**config.mk**
```make
export PLATFORM = sky130hd
export DESIGN_NAME = soc_sysctl_top
export DESIGN_NICKNAME = d
export VERILOG_FILES = /design/src/hdl/soc_pkg.sv /design/src/hdl/soc_sysctl_top.sv /design/src/hdl/irq_router.sv /design/src/hdl/gpio_pad_mux.sv /design/src/hdl/sysctl_regs.sv /design/src/hdl/mem_decoder.sv
export SDC_FILE = /design/constraint.sdc
export NUM_CORES = 1
export LEC_CHECK = 0
export ABC_CLOCK_PERIOD_IN_PS = 4860
export BUFFER_PORTS_ARGS = -buffer_cell sky130_fd_sc_hd__buf_2
export CAP_MARGIN = 20
export CORE_AREA = 2 2 129 131
export DETAILED_ROUTE_END_ITERATION = 8
export DIE_AREA = 0 0 131 133
export PLACE_DENSITY_LB_ADDON = 0.12
export SYNTH_ARGS = -nofsm -noshare
export SYNTH_HDL_FRONTEND = slang
export SYNTH_SLANG_ARGS = --single-unit
```
**constraint.sdc**
```tcl
create_clock -name clk_i -period 4.86 [get_ports clk_i]
set_input_delay 1.215 -clock clk_i [delete_from_list [all_inputs] [get_ports clk_i]]
set_output_delay 1.215 -clock clk_i [all_outputs]
set_load 0.005 [all_outputs]
```
**src/hdl/soc_pkg.sv**
```systemverilog
// shared address map, register offsets and widths for the system-control fabric
package soc_pkg;

  // on-chip SRAM
  localparam int MEM_WORDS = 16384;
  localparam int RAM_AW    = 14;

  // system-control register page 0x0300_00xx
  localparam logic [7:0]  IO_REGION = 8'h03;
  localparam logic [15:0] IO_PAGE   = 16'h0000;

  // pad count, routing field width, interrupt vector width
  localparam int GPIO_W = 16;
  localparam int DEST_W = 2;
  localparam int IRQ_W  = 32;

  // register offsets inside the page
  localparam logic [7:0] GPIO_DATA = 8'h00;
  localparam logic [7:0] GPIO_OEB  = 8'h04;
  localparam logic [7:0] GPIO_PU   = 8'h08;
  localparam logic [7:0] GPIO_PD   = 8'h0c;
  localparam logic [7:0] HK_CONFIG = 8'h18;
  localparam logic [7:0] HK_MFGR   = 8'h24;
  localparam logic [7:0] HK_PROD   = 8'h28;
  localparam logic [7:0] HK_MASK   = 8'h2c;
  localparam logic [7:0] CLK_EXT   = 8'h30;
  localparam logic [7:0] XTAL_DEST = 8'h34;
  localparam logic [7:0] PLL_DEST  = 8'h38;
  localparam logic [7:0] TRAP_DEST = 8'h3c;
  localparam logic [7:0] IRQ7_SRC  = 8'h40;
  localparam logic [7:0] IRQ8_SRC  = 8'h44;

  // interrupt bit positions
  localparam int IRQ_PIN_BIT = 5;
  localparam int IRQ_SPI_BIT = 6;
  localparam int IRQ7_BIT    = 7;
  localparam int IRQ8_BIT    = 8;

  // bus address, flat or split into region/page/offset
  typedef union packed {
    logic [31:0] raw;
    struct packed {
      logic [7:0]  region;
      logic [15:0] page;
      logic [7:0]  offset;
    } io;
  } soc_addr_u;

endpackage
```
**src/hdl/soc_sysctl_top.sv**
```systemverilog
// system-control fabric top: bus decode, register bank, pad routing and interrupt vector
module soc_sysctl_top (
  input  logic                       clk_i,
  input  logic                       rst_n_i,
  input  logic                       mem_valid_i,
  input  soc_pkg::soc_addr_u         mem_addr_i,
  input  logic [31:0]                mem_wdata_i,
  input  logic [3:0]                 mem_wstrb_i,
  output logic                       mem_ready_o,
  output logic [31:0]                mem_rdata_o,
  output logic [3:0]                 ram_wstrb_o,
  output logic [soc_pkg::RAM_AW-1:0] ram_addr_o,
  output logic [31:0]                ram_wdata_o,
  input  logic [31:0]                ram_rdata_i,
  input  logic                       xtal_in_i,
  input  logic                       clk_pll_i,
  input  logic                       trap_i,
  input  logic                       clk_ext_sel_i,
  input  logic [7:0]                 hk_config_i,
  input  logic [11:0]                hk_mfgr_i,
  input  logic [7:0]                 hk_prod_i,
  input  logic [3:0]                 hk_mask_i,
  input  logic [soc_pkg::GPIO_W-1:0] gpio_in_i,
  output logic [soc_pkg::GPIO_W-1:0] gpio_out_o,
  output logic [soc_pkg::GPIO_W-1:0] gpio_outenb_o,
  output logic [soc_pkg::GPIO_W-1:0] gpio_pullupb_o,
  output logic [soc_pkg::GPIO_W-1:0] gpio_pulldownb_o,
  input  logic                       irq_pin_i,
  input  logic                       irq_spi_i,
  output logic [soc_pkg::IRQ_W-1:0]  irq_o
);

  logic                       io_sel;
  logic                       io_ready;
  logic [31:0]                io_rdata;
  logic [soc_pkg::GPIO_W-1:0] gpio_q;
  logic [soc_pkg::GPIO_W-1:0] oeb_q;
  logic [soc_pkg::GPIO_W-1:0] pu_q;
  logic [soc_pkg::GPIO_W-1:0] pd_q;
  logic [soc_pkg::DEST_W-1:0] xtal_dest;
  logic [soc_pkg::DEST_W-1:0] pll_dest;
  logic [soc_pkg::DEST_W-1:0] trap_dest;
  logic [soc_pkg::DEST_W-1:0] irq7_src;
  logic [soc_pkg::DEST_W-1:0] irq8_src;

  assign ram_wdata_o = mem_wdata_i;

  mem_decoder u_mem_decoder (
    .clk_i       (clk_i),
    .rst_n_i     (rst_n_i),
    .mem_valid_i (mem_valid_i),
    .mem_addr_i  (mem_addr_i),
    .mem_wstrb_i (mem_wstrb_i),
    .ram_rdata_i (ram_rdata_i),
    .io_ready_i  (io_ready),
    .io_rdata_i  (io_rdata),
    .io_sel_o    (io_sel),
    .ram_wstrb_o (ram_wstrb_o),
    .ram_addr_o  (ram_addr_o),
    .mem_ready_o (mem_ready_o),
    .mem_rdata_o (mem_rdata_o)
  );

  sysctl_regs u_sysctl_regs (
    .clk_i         (clk_i),
    .rst_n_i       (rst_n_i),
    .io_sel_i      (io_sel),
    .mem_addr_i    (mem_addr_i),
    .mem_wdata_i   (mem_wdata_i),
    .mem_wstrb_i   (mem_wstrb_i),
    .gpio_out_i    (gpio_out_o),
    .gpio_in_i     (gpio_in_i),
    .hk_config_i   (hk_config_i),
    .hk_mfgr_i     (hk_mfgr_i),
    .hk_prod_i     (hk_prod_i),
    .hk_mask_i     (hk_mask_i),
    .clk_ext_sel_i (clk_ext_sel_i),
    .io_ready_o    (io_ready),
    .io_rdata_o    (io_rdata),
    .gpio_q_o      (gpio_q),
    .oeb_q_o       (oeb_q),
    .pu_q_o        (pu_q),
    .pd_q_o        (pd_q),
    .xtal_dest_o   (xtal_dest),
    .pll_dest_o    (pll_dest),
    .trap_dest_o   (trap_dest),
    .irq7_src_o    (irq7_src),
    .irq8_src_o    (irq8_src)
  );

  gpio_pad_mux u_gpio_pad_mux (
    .clk_i            (clk_i),
    .rst_n_i          (rst_n_i),
    .xtal_in_i        (xtal_in_i),
    .clk_pll_i        (clk_pll_i),
    .trap_i           (trap_i),
    .gpio_q_i         (gpio_q),
    .oeb_q_i          (oeb_q),
    .pu_q_i           (pu_q),
    .pd_q_i           (pd_q),
    .xtal_dest_i      (xtal_dest),
    .pll_dest_i       (pll_dest),
    .trap_dest_i      (trap_dest),
    .gpio_out_o       (gpio_out_o),
    .gpio_outenb_o    (gpio_outenb_o),
    .gpio_pullupb_o   (gpio_pullupb_o),
    .gpio_pulldownb_o (gpio_pulldownb_o)
  );

  irq_router u_irq_router (
    .gpio_in_i  (gpio_in_i),
    .irq7_src_i (irq7_src),
    .irq8_src_i (irq8_src),
    .irq_pin_i  (irq_pin_i),
    .irq_spi_i  (irq_spi_i),
    .irq_o      (irq_o)
  );

endmodule

```
**src/hdl/irq_router.sv**
```systemverilog
// picks gpio interrupt sources for irq 7/8 and builds the interrupt vector
module irq_router (
  input  logic [soc_pkg::GPIO_W-1:0] gpio_in_i,
  input  logic [soc_pkg::DEST_W-1:0] irq7_src_i,
  input  logic [soc_pkg::DEST_W-1:0] irq8_src_i,
  input  logic                       irq_pin_i,
  input  logic                       irq_spi_i,
  output logic [soc_pkg::IRQ_W-1:0]  irq_o
);

  // source 0 disables, 1..3 picks one of three pins
  function automatic logic pick_src(
    input logic [soc_pkg::DEST_W-1:0] src,
    input logic [2:0]                 pins
  );
    logic res;
    res = 1'b0;
    if (src != '0) begin
      res = pins[src - 1'b1];
    end
    return res;
  endfunction

  always_comb begin
    irq_o                       = '0;
    irq_o[soc_pkg::IRQ_PIN_BIT] = irq_pin_i;
    irq_o[soc_pkg::IRQ_SPI_BIT] = irq_spi_i;
    irq_o[soc_pkg::IRQ7_BIT]    = pick_src(irq7_src_i, gpio_in_i[2:0]);
    irq_o[soc_pkg::IRQ8_BIT]    = pick_src(irq8_src_i, gpio_in_i[5:3]);
  end

endmodule

```
**src/hdl/gpio_pad_mux.sv**
```systemverilog
// pad routing: puts crystal, pll, core clock and trap on pads 5-13 and forces pad controls
module gpio_pad_mux (
  input  logic                       clk_i,
  input  logic                       rst_n_i,
  input  logic                       xtal_in_i,
  input  logic                       clk_pll_i,
  input  logic                       trap_i,
  input  logic [soc_pkg::GPIO_W-1:0] gpio_q_i,
  input  logic [soc_pkg::GPIO_W-1:0] oeb_q_i,
  input  logic [soc_pkg::GPIO_W-1:0] pu_q_i,
  input  logic [soc_pkg::GPIO_W-1:0] pd_q_i,
  input  logic [soc_pkg::DEST_W-1:0] xtal_dest_i,
  input  logic [soc_pkg::DEST_W-1:0] pll_dest_i,
  input  logic [soc_pkg::DEST_W-1:0] trap_dest_i,
  output logic [soc_pkg::GPIO_W-1:0] gpio_out_o,
  output logic [soc_pkg::GPIO_W-1:0] gpio_outenb_o,
  output logic [soc_pkg::GPIO_W-1:0] gpio_pullupb_o,
  output logic [soc_pkg::GPIO_W-1:0] gpio_pulldownb_o
);

  logic [soc_pkg::GPIO_W-1:0] pad_oeb;

  always_comb begin
    gpio_out_o       = gpio_q_i;
    pad_oeb          = oeb_q_i;
    gpio_pullupb_o   = pu_q_i;
    gpio_pulldownb_o = pd_q_i;

    // crystal group, pads 5..7
    if (xtal_dest_i != '0) begin
      pad_oeb[7:5]          = '0;
      gpio_pullupb_o[7:5]   = '1;
      gpio_pulldownb_o[7:5] = '1;
      gpio_out_o[4 + xtal_dest_i] = xtal_in_i;
    end

    // clock group, pads 8..10
    if (pll_dest_i != '0) begin
      pad_oeb[10:8]          = '0;
      gpio_pullupb_o[10:8]   = '1;
      gpio_pulldownb_o[10:8] = '1;
      if (pll_dest_i == 2'd1) begin
        gpio_out_o[8] = clk_pll_i;
      end else if (pll_dest_i == 2'd2) begin
        gpio_out_o[9] = clk_i;
      end
    end

    // trap group, pads 11..13
    if (trap_dest_i != '0) begin
      pad_oeb[13:11]          = '0;
      gpio_pullupb_o[13:11]   = '1;
      gpio_pulldownb_o[13:11] = '1;
      gpio_out_o[10 + trap_dest_i] = trap_i;
    end
  end

  // outputs stay tri-stated while reset is held
  assign gpio_outenb_o = pad_oeb | {soc_pkg::GPIO_W{~rst_n_i}};

endmodule

```
**src/hdl/sysctl_regs.sv**
```systemverilog
// system-control register bank at 0x0300_00xx with byte-strobe writes and registered readback
module sysctl_regs (
  input  logic                      clk_i,
  input  logic                      rst_n_i,
  input  logic                      io_sel_i,
  input  soc_pkg::soc_addr_u        mem_addr_i,
  input  logic [31:0]               mem_wdata_i,
  input  logic [3:0]                mem_wstrb_i,
  input  logic [soc_pkg::GPIO_W-1:0] gpio_out_i,
  input  logic [soc_pkg::GPIO_W-1:0] gpio_in_i,
  input  logic [7:0]                hk_config_i,
  input  logic [11:0]               hk_mfgr_i,
  input  logic [7:0]                hk_prod_i,
  input  logic [3:0]                hk_mask_i,
  input  logic                      clk_ext_sel_i,
  output logic                      io_ready_o,
  output logic [31:0]               io_rdata_o,
  output logic [soc_pkg::GPIO_W-1:0] gpio_q_o,
  output logic [soc_pkg::GPIO_W-1:0] oeb_q_o,
  output logic [soc_pkg::GPIO_W-1:0] pu_q_o,
  output logic [soc_pkg::GPIO_W-1:0] pd_q_o,
  output logic [soc_pkg::DEST_W-1:0] xtal_dest_o,
  output logic [soc_pkg::DEST_W-1:0] pll_dest_o,
  output logic [soc_pkg::DEST_W-1:0] trap_dest_o,
  output logic [soc_pkg::DEST_W-1:0] irq7_src_o,
  output logic [soc_pkg::DEST_W-1:0] irq8_src_o
);

  logic                       hit;
  logic                       ready_q;
  logic [31:0]                rdata_q;
  logic [soc_pkg::DEST_W-1:0] wfield;

  // byte 0 and byte 1 of a pad register, each under its own strobe
  function automatic logic [soc_pkg::GPIO_W-1:0] merge_pads(
    input logic [soc_pkg::GPIO_W-1:0] old_val,
    input logic [31:0]                wdata,
    input logic [3:0]                 wstrb
  );
    logic [soc_pkg::GPIO_W-1:0] res;
    res = old_val;
    if (wstrb[0]) begin
      res[7:0] = wdata[7:0];
    end
    if (wstrb[1]) begin
      res[15:8] = wdata[15:8];
    end
    return res;
  endfunction

  // one access per ready pulse, never twice in a row
  assign hit    = io_sel_i && !ready_q && (mem_addr_i.io.page == soc_pkg::IO_PAGE);
  assign wfield = mem_wdata_i[soc_pkg::DEST_W-1:0];

  always_ff @(posedge clk_i or negedge rst_n_i) begin
    if (!rst_n_i) begin
      ready_q     <= 1'b0;
      gpio_q_o    <= '0;
      oeb_q_o     <= '1;
      pu_q_o      <= '0;
      pd_q_o      <= '0;
      xtal_dest_o <= '0;
      pll_dest_o  <= '0;
      trap_dest_o <= '0;
      irq7_src_o  <= '0;
      irq8_src_o  <= '0;
    end else begin
      ready_q <= hit;
      if (hit) begin
        case (mem_addr_i.io.offset)
          soc_pkg::GPIO_DATA: gpio_q_o <= merge_pads(gpio_q_o, mem_wdata_i, mem_wstrb_i);
          soc_pkg::GPIO_OEB:  oeb_q_o  <= merge_pads(oeb_q_o, mem_wdata_i, mem_wstrb_i);
          soc_pkg::GPIO_PU:   pu_q_o   <= merge_pads(pu_q_o, mem_wdata_i, mem_wstrb_i);
          soc_pkg::GPIO_PD:   pd_q_o   <= merge_pads(pd_q_o, mem_wdata_i, mem_wstrb_i);
          soc_pkg::XTAL_DEST: begin
            if (mem_wstrb_i[0]) xtal_dest_o <= wfield;
          end
          soc_pkg::PLL_DEST: begin
            if (mem_wstrb_i[0]) pll_dest_o <= wfield;
          end
          soc_pkg::TRAP_DEST: begin
            if (mem_wstrb_i[0]) trap_dest_o <= wfield;
          end
          soc_pkg::IRQ7_SRC: begin
            if (mem_wstrb_i[0]) irq7_src_o <= wfield;
          end
          soc_pkg::IRQ8_SRC: begin
            if (mem_wstrb_i[0]) irq8_src_o <= wfield;
          end
          default: ;
        endcase
      end
    end
  end

  // readback sampled before the write lands
  always_ff @(posedge clk_i) begin
    if (hit) begin
      case (mem_addr_i.io.offset)
        soc_pkg::GPIO_DATA: rdata_q <= {gpio_out_i, gpio_in_i};
        soc_pkg::GPIO_OEB:  rdata_q <= 32'(oeb_q_o);
        soc_pkg::GPIO_PU:   rdata_q <= 32'(pu_q_o);
        soc_pkg::GPIO_PD:   rdata_q <= 32'(pd_q_o);
        soc_pkg::HK_CONFIG: rdata_q <= 32'(hk_config_i);
        soc_pkg::HK_MFGR:   rdata_q <= 32'(hk_mfgr_i);
        soc_pkg::HK_PROD:   rdata_q <= 32'(hk_prod_i);
        soc_pkg::HK_MASK:   rdata_q <= 32'(hk_mask_i);
        soc_pkg::CLK_EXT:   rdata_q <= 32'(clk_ext_sel_i);
        soc_pkg::XTAL_DEST: rdata_q <= 32'(xtal_dest_o);
        soc_pkg::PLL_DEST:  rdata_q <= 32'(pll_dest_o);
        soc_pkg::TRAP_DEST: rdata_q <= 32'(trap_dest_o);
        soc_pkg::IRQ7_SRC:  rdata_q <= 32'(irq7_src_o);
        soc_pkg::IRQ8_SRC:  rdata_q <= 32'(irq8_src_o);
        default:            rdata_q <= 32'h0000_0000;
      endcase
    end
  end

  assign io_ready_o = ready_q;
  assign io_rdata_o = rdata_q;

endmodule

```
**src/hdl/mem_decoder.sv**
```systemverilog
// bus region decode, SRAM strobes with registered ready, and final ready/read-data mux
module mem_decoder (
  input  logic                      clk_i,
  input  logic                      rst_n_i,
  input  logic                      mem_valid_i,
  input  soc_pkg::soc_addr_u        mem_addr_i,
  input  logic [3:0]                mem_wstrb_i,
  input  logic [31:0]               ram_rdata_i,
  input  logic                      io_ready_i,
  input  logic [31:0]               io_rdata_i,
  output logic                      io_sel_o,
  output logic [3:0]                ram_wstrb_o,
  output logic [soc_pkg::RAM_AW-1:0] ram_addr_o,
  output logic                      mem_ready_o,
  output logic [31:0]               mem_rdata_o
);

  logic ram_range;
  logic ram_ready_q;
  logic io_done;

  // sram occupies the bottom 4*MEM_WORDS bytes
  assign ram_range = mem_valid_i && !mem_ready_o &&
                     (mem_addr_i.raw < 32'(4 * soc_pkg::MEM_WORDS));

  assign ram_wstrb_o = ram_range ? mem_wstrb_i : 4'h0;
  assign ram_addr_o  = mem_addr_i.raw[soc_pkg::RAM_AW+1:2];

  always_ff @(posedge clk_i or negedge rst_n_i) begin
    if (!rst_n_i) begin
      ram_ready_q <= 1'b0;
    end else begin
      ram_ready_q <= ram_range;
    end
  end

  // register page lives in region 0x03
  assign io_sel_o = mem_valid_i && (mem_addr_i.io.region == soc_pkg::IO_REGION);
  assign io_done  = io_sel_o && io_ready_i;

  assign mem_ready_o = io_done || ram_ready_q;

  // register data wins over sram data
  always_comb begin
    if (io_done) begin
      mem_rdata_o = io_rdata_i;
    end else if (ram_ready_q) begin
      mem_rdata_o = ram_rdata_i;
    end else begin
      mem_rdata_o = 32'h0000_0000;
    end
  end

endmodule

```
==> metrics.yaml <==
sta:
  slew_headroom_pct: 27.5
  hold_violations: 0
  maxSlewViolCount: 0
  clock_skew_ns: 0.00534
  setup_viol: 0
  tightest_slew_ns: 1.09
  setup_tns_ns: 0
  rsz0062_at_grt: "false"
power_and_ir_drop:
  p_leak_nw: 4.21
  p_int_mw: 1.67
  ir_worst_vdd_mv: 0.171
  swShare_pct: 22.4
  p_seq_share_pct: 43.4
  pwr-share-clk_pct: 47.9
  comb_power_share_pct: 8.7
  switchingPower_mw: 0.482
  p_per_area_nw_per_um2: 254
routing:
  wl_met2_um: 11300
  drtIter0Drc: 462
  wl_met1_um: 9570
  post-route-drc-count: 0
  met3_length_um: 1510
  wl_um: 22800
  route.vias.total: 5909
  top_layer: "met4"
  firstDrtPassIters: 6
  wire_per_inst_um: 20.6
  vias_per_cell: 5.35
  ant_nets: 0
die:
  dieArea_um2: 17400
  die_w_um: 131
  initial_utilization_pct: 42.9
  core_um2: 16200
  die_h_um: 133
  rows: 47
  top_level_ports: 336
grt:
  grt_pass1_wl_um: 33400
  grt_usage_pct: 26.2
  antenna_found_initial: 1
  overflow: 0
  grt_start_max_net_pins: 66
  grt_pass1_vias: 5744
placed_design:
  gp_congestion: 0.862
  hpwl_um: 17500
  portBuffers: 271
  post_dp_cell_area_um2: 7920
synth:
  async_flop_share_pct: 70.4
  synth_area_per_cell_um2: 10.2
  synth_cell_types: 52
  seq_area_frac_synth_pct: 41.6
  ys_warn_count: 0
  synth-main-ff-cell: "dfrtp_1"
  netlist_area_um2: 6940
  synth_edf_count: 32
  netlist_instances: 680
  synth_seq_cells: 108
final_layout:
  final_area_um2: 8460
  area_growth_pct: 22.0
  fin_util_pct: 52.3
  n_antenna_cell: 0
  final_common_cell: "buf_2"
  num-nets-final: 1037
  drive_gt1_share_pct: 49.4
  final_cell_mix: "buf_2, nand2_1, mux2_2, dfrtp_1, o21ai_0"
worst_setup_path:
  rr_endpoint: "u_sysctl_regs.pu_q_o[9]"
  worst-r2r-setup-slack_ns: 1.87
  path_max_fanout: 2
  startpoint: "clk_i"
  worstPathArrival_ns: 3.62
  r2r_start: "u_sysctl_regs.io_ready_o"
  worstSetupEndpointType: "primary output"
  worst-setup-path-type: "clk -> out"
  startpoint_type: "clock port"
  required_ns: 3.64
  ff2ff_path_depth: 4
min_path:
  hold_start: "u_sysctl_regs.gpio_q_o[5]"
  min_to: "u_sysctl_regs.gpio_q_o[5]"
  hold_path_class: "reg -> reg"
  whs_path_depth: 1
clock_tree:
  cts_hold_buffers: 0
  insertion_delay_ns: 0.47
  cts_tree: "done"
  clk_pin_slew_ns: 0.07
flow_run:
  cap_violations: 0
outcome:
  status: "completed"
==> state kept, by name, summed over array words and instances (netlist names), 16 cells and up <==
name and flops:
u_sysctl_regs.gpio_q_o 16, u_sysctl_regs.pd_q_o 16, u_sysctl_regs.oeb_q_o 16, u_sysctl_regs.io_rdata_o 32
u_sysctl_regs.pu_q_o 16
==> cell usage after synthesis, drive strengths merged, types with 2 or more instances <==
master | count | area share [%]
a32oi | 2 | 0.25
nand4b | 6 | 0.76
mux2i | 8 | 1.2
nor2 | 16 | 0.87
nor3 | 11 | 1.4
clkbuf | 36 | 1.9
nand3 | 11 | 0.79
nor4 | 9 | 1.9
o211ai | 2 | 0.22
nand4 | 2 | 0.18
or4 | 4 | 0.43
dfrtp | 60 | 22
nor2b | 6 | 0.54
a32o | 4 | 0.58
inv | 5 | 0.27
a21oi | 3 | 0.22
nand3b | 5 | 0.54
mux4 | 4 | 1.3
a211o | 3 | 0.38
nor4b | 3 | 0.47
o21ai | 39 | 2.8
nand2 | 105 | 5.7
and2 | 16 | 1.4
edfxtp | 32 | 14
a22o | 8 | 1.0
ha | 2 | 0.36
dfstp | 16 | 6.1
a31oi | 4 | 0.36
or2 | 2 | 0.18
and3 | 10 | 0.90
nor4bb | 3 | 0.43
nand2b | 11 | 0.99
buf | 98 | 11
or3 | 20 | 1.8
or4b | 3 | 0.43
a22oi | 11 | 1.2
mux2 | 92 | 15
==> routing by layer <==
metal / up-vias / track usage, %
met5: - / 0
met4: 0 / 9.52
met3: 27 / 5.14
met2: 277 / 42.5
met1: 2911 / 34.7
li1: 2694 / -
==> power groups by stage <==
stage | combinational (mW) | sequential, mW | clock [mW]
after floorplan | 0.102 | 0.950 | 0.000136
after global placement | 0.185 | 0.949 | 0.000136
after detailed placement | 0.187 | 0.949 | 0.000136
after CTS | 0.188 | 0.931 | 1.05
after global routing | 0.205 | 0.931 | 1.09
final | 0.188 | 0.932 | 1.03
==> worst max-delay path, cell delays in order <==
cell,delay [ns]
clkbuf_16,0.12
clkbuf_16,0.14
clkbuf_16,0.13
clkbuf_16,0.13
clkbuf_16,0.13
clkbuf_16,0.13
mux2_4,0.27
buf_2,0.13
==> repair_timing <==
item	4_1_cts	5_1_grt
setup endpoints to repair	1	0
endpoints found under the hold margin	0	0
buffers inserted	1	0
gates resized for setup	1	0
==> worst max path at each step <==
stage	to	slack, ns
detailed placement	ram_wstrb_o[3]	0.40
finish	gpio_out_o[9]	0.03
floorplan	u_sysctl_regs.io_rdata_o[0]	0.42
CTS	gpio_out_o[9]	0.009
global placement	ram_wstrb_o[0]	0.44
global route	gpio_out_o[9]	0.002
==> cell type report <==
class | count | area (um^2)
Inverter | 5 | 18.8
Sequential cell | 108 | 2880
Tap cell | 220 | 275
Clock buffer | 23 | 463
Fill cell | 1520 | 7710
Multi-Input combinational cell | 460 | 3290
Clock inverter | 4 | 47.5
Timing Repair Buffer | 284 | 1480
==> kinds of logic after synthesis <==
| group | Yosys count | synth area share, % |
|---|---|---|
| flip-flops | 108 | 41.6 |
| AO/OA/AOI/OAI | 82 | 7.76 |
| other | 1 | 0.0541 |
| adder cells (fa/ha/maj) | 2 | 0.361 |
| multiplexers | 104 | 17.4 |
| buffers and inverters | 139 | 12.9 |
| AND/OR/NAND/NOR | 244 | 20.0 |
==> metrics by stage <==
| stage | setup slack [ns] | instances | total power, mW | hold slack [ns] |
|---|---|---|---|---|
| after floorplan | 0.424 | 707 | 1.05 | 0.358 |
| after global placement | 0.439 | 1077 | 1.13 | 0.338 |
| after detailed placement | 0.398 | 1077 | 1.14 | 0.338 |
| after CTS | 0.00931 | 1103 | 2.17 | 0.511 |
| after global routing | 0.00239 | 1104 | 2.23 | 0.522 |
| final | 0.0266 | 1104 | 2.15 | 0.506 |
No activity file was read; power rests on OpenSTA's default activity.
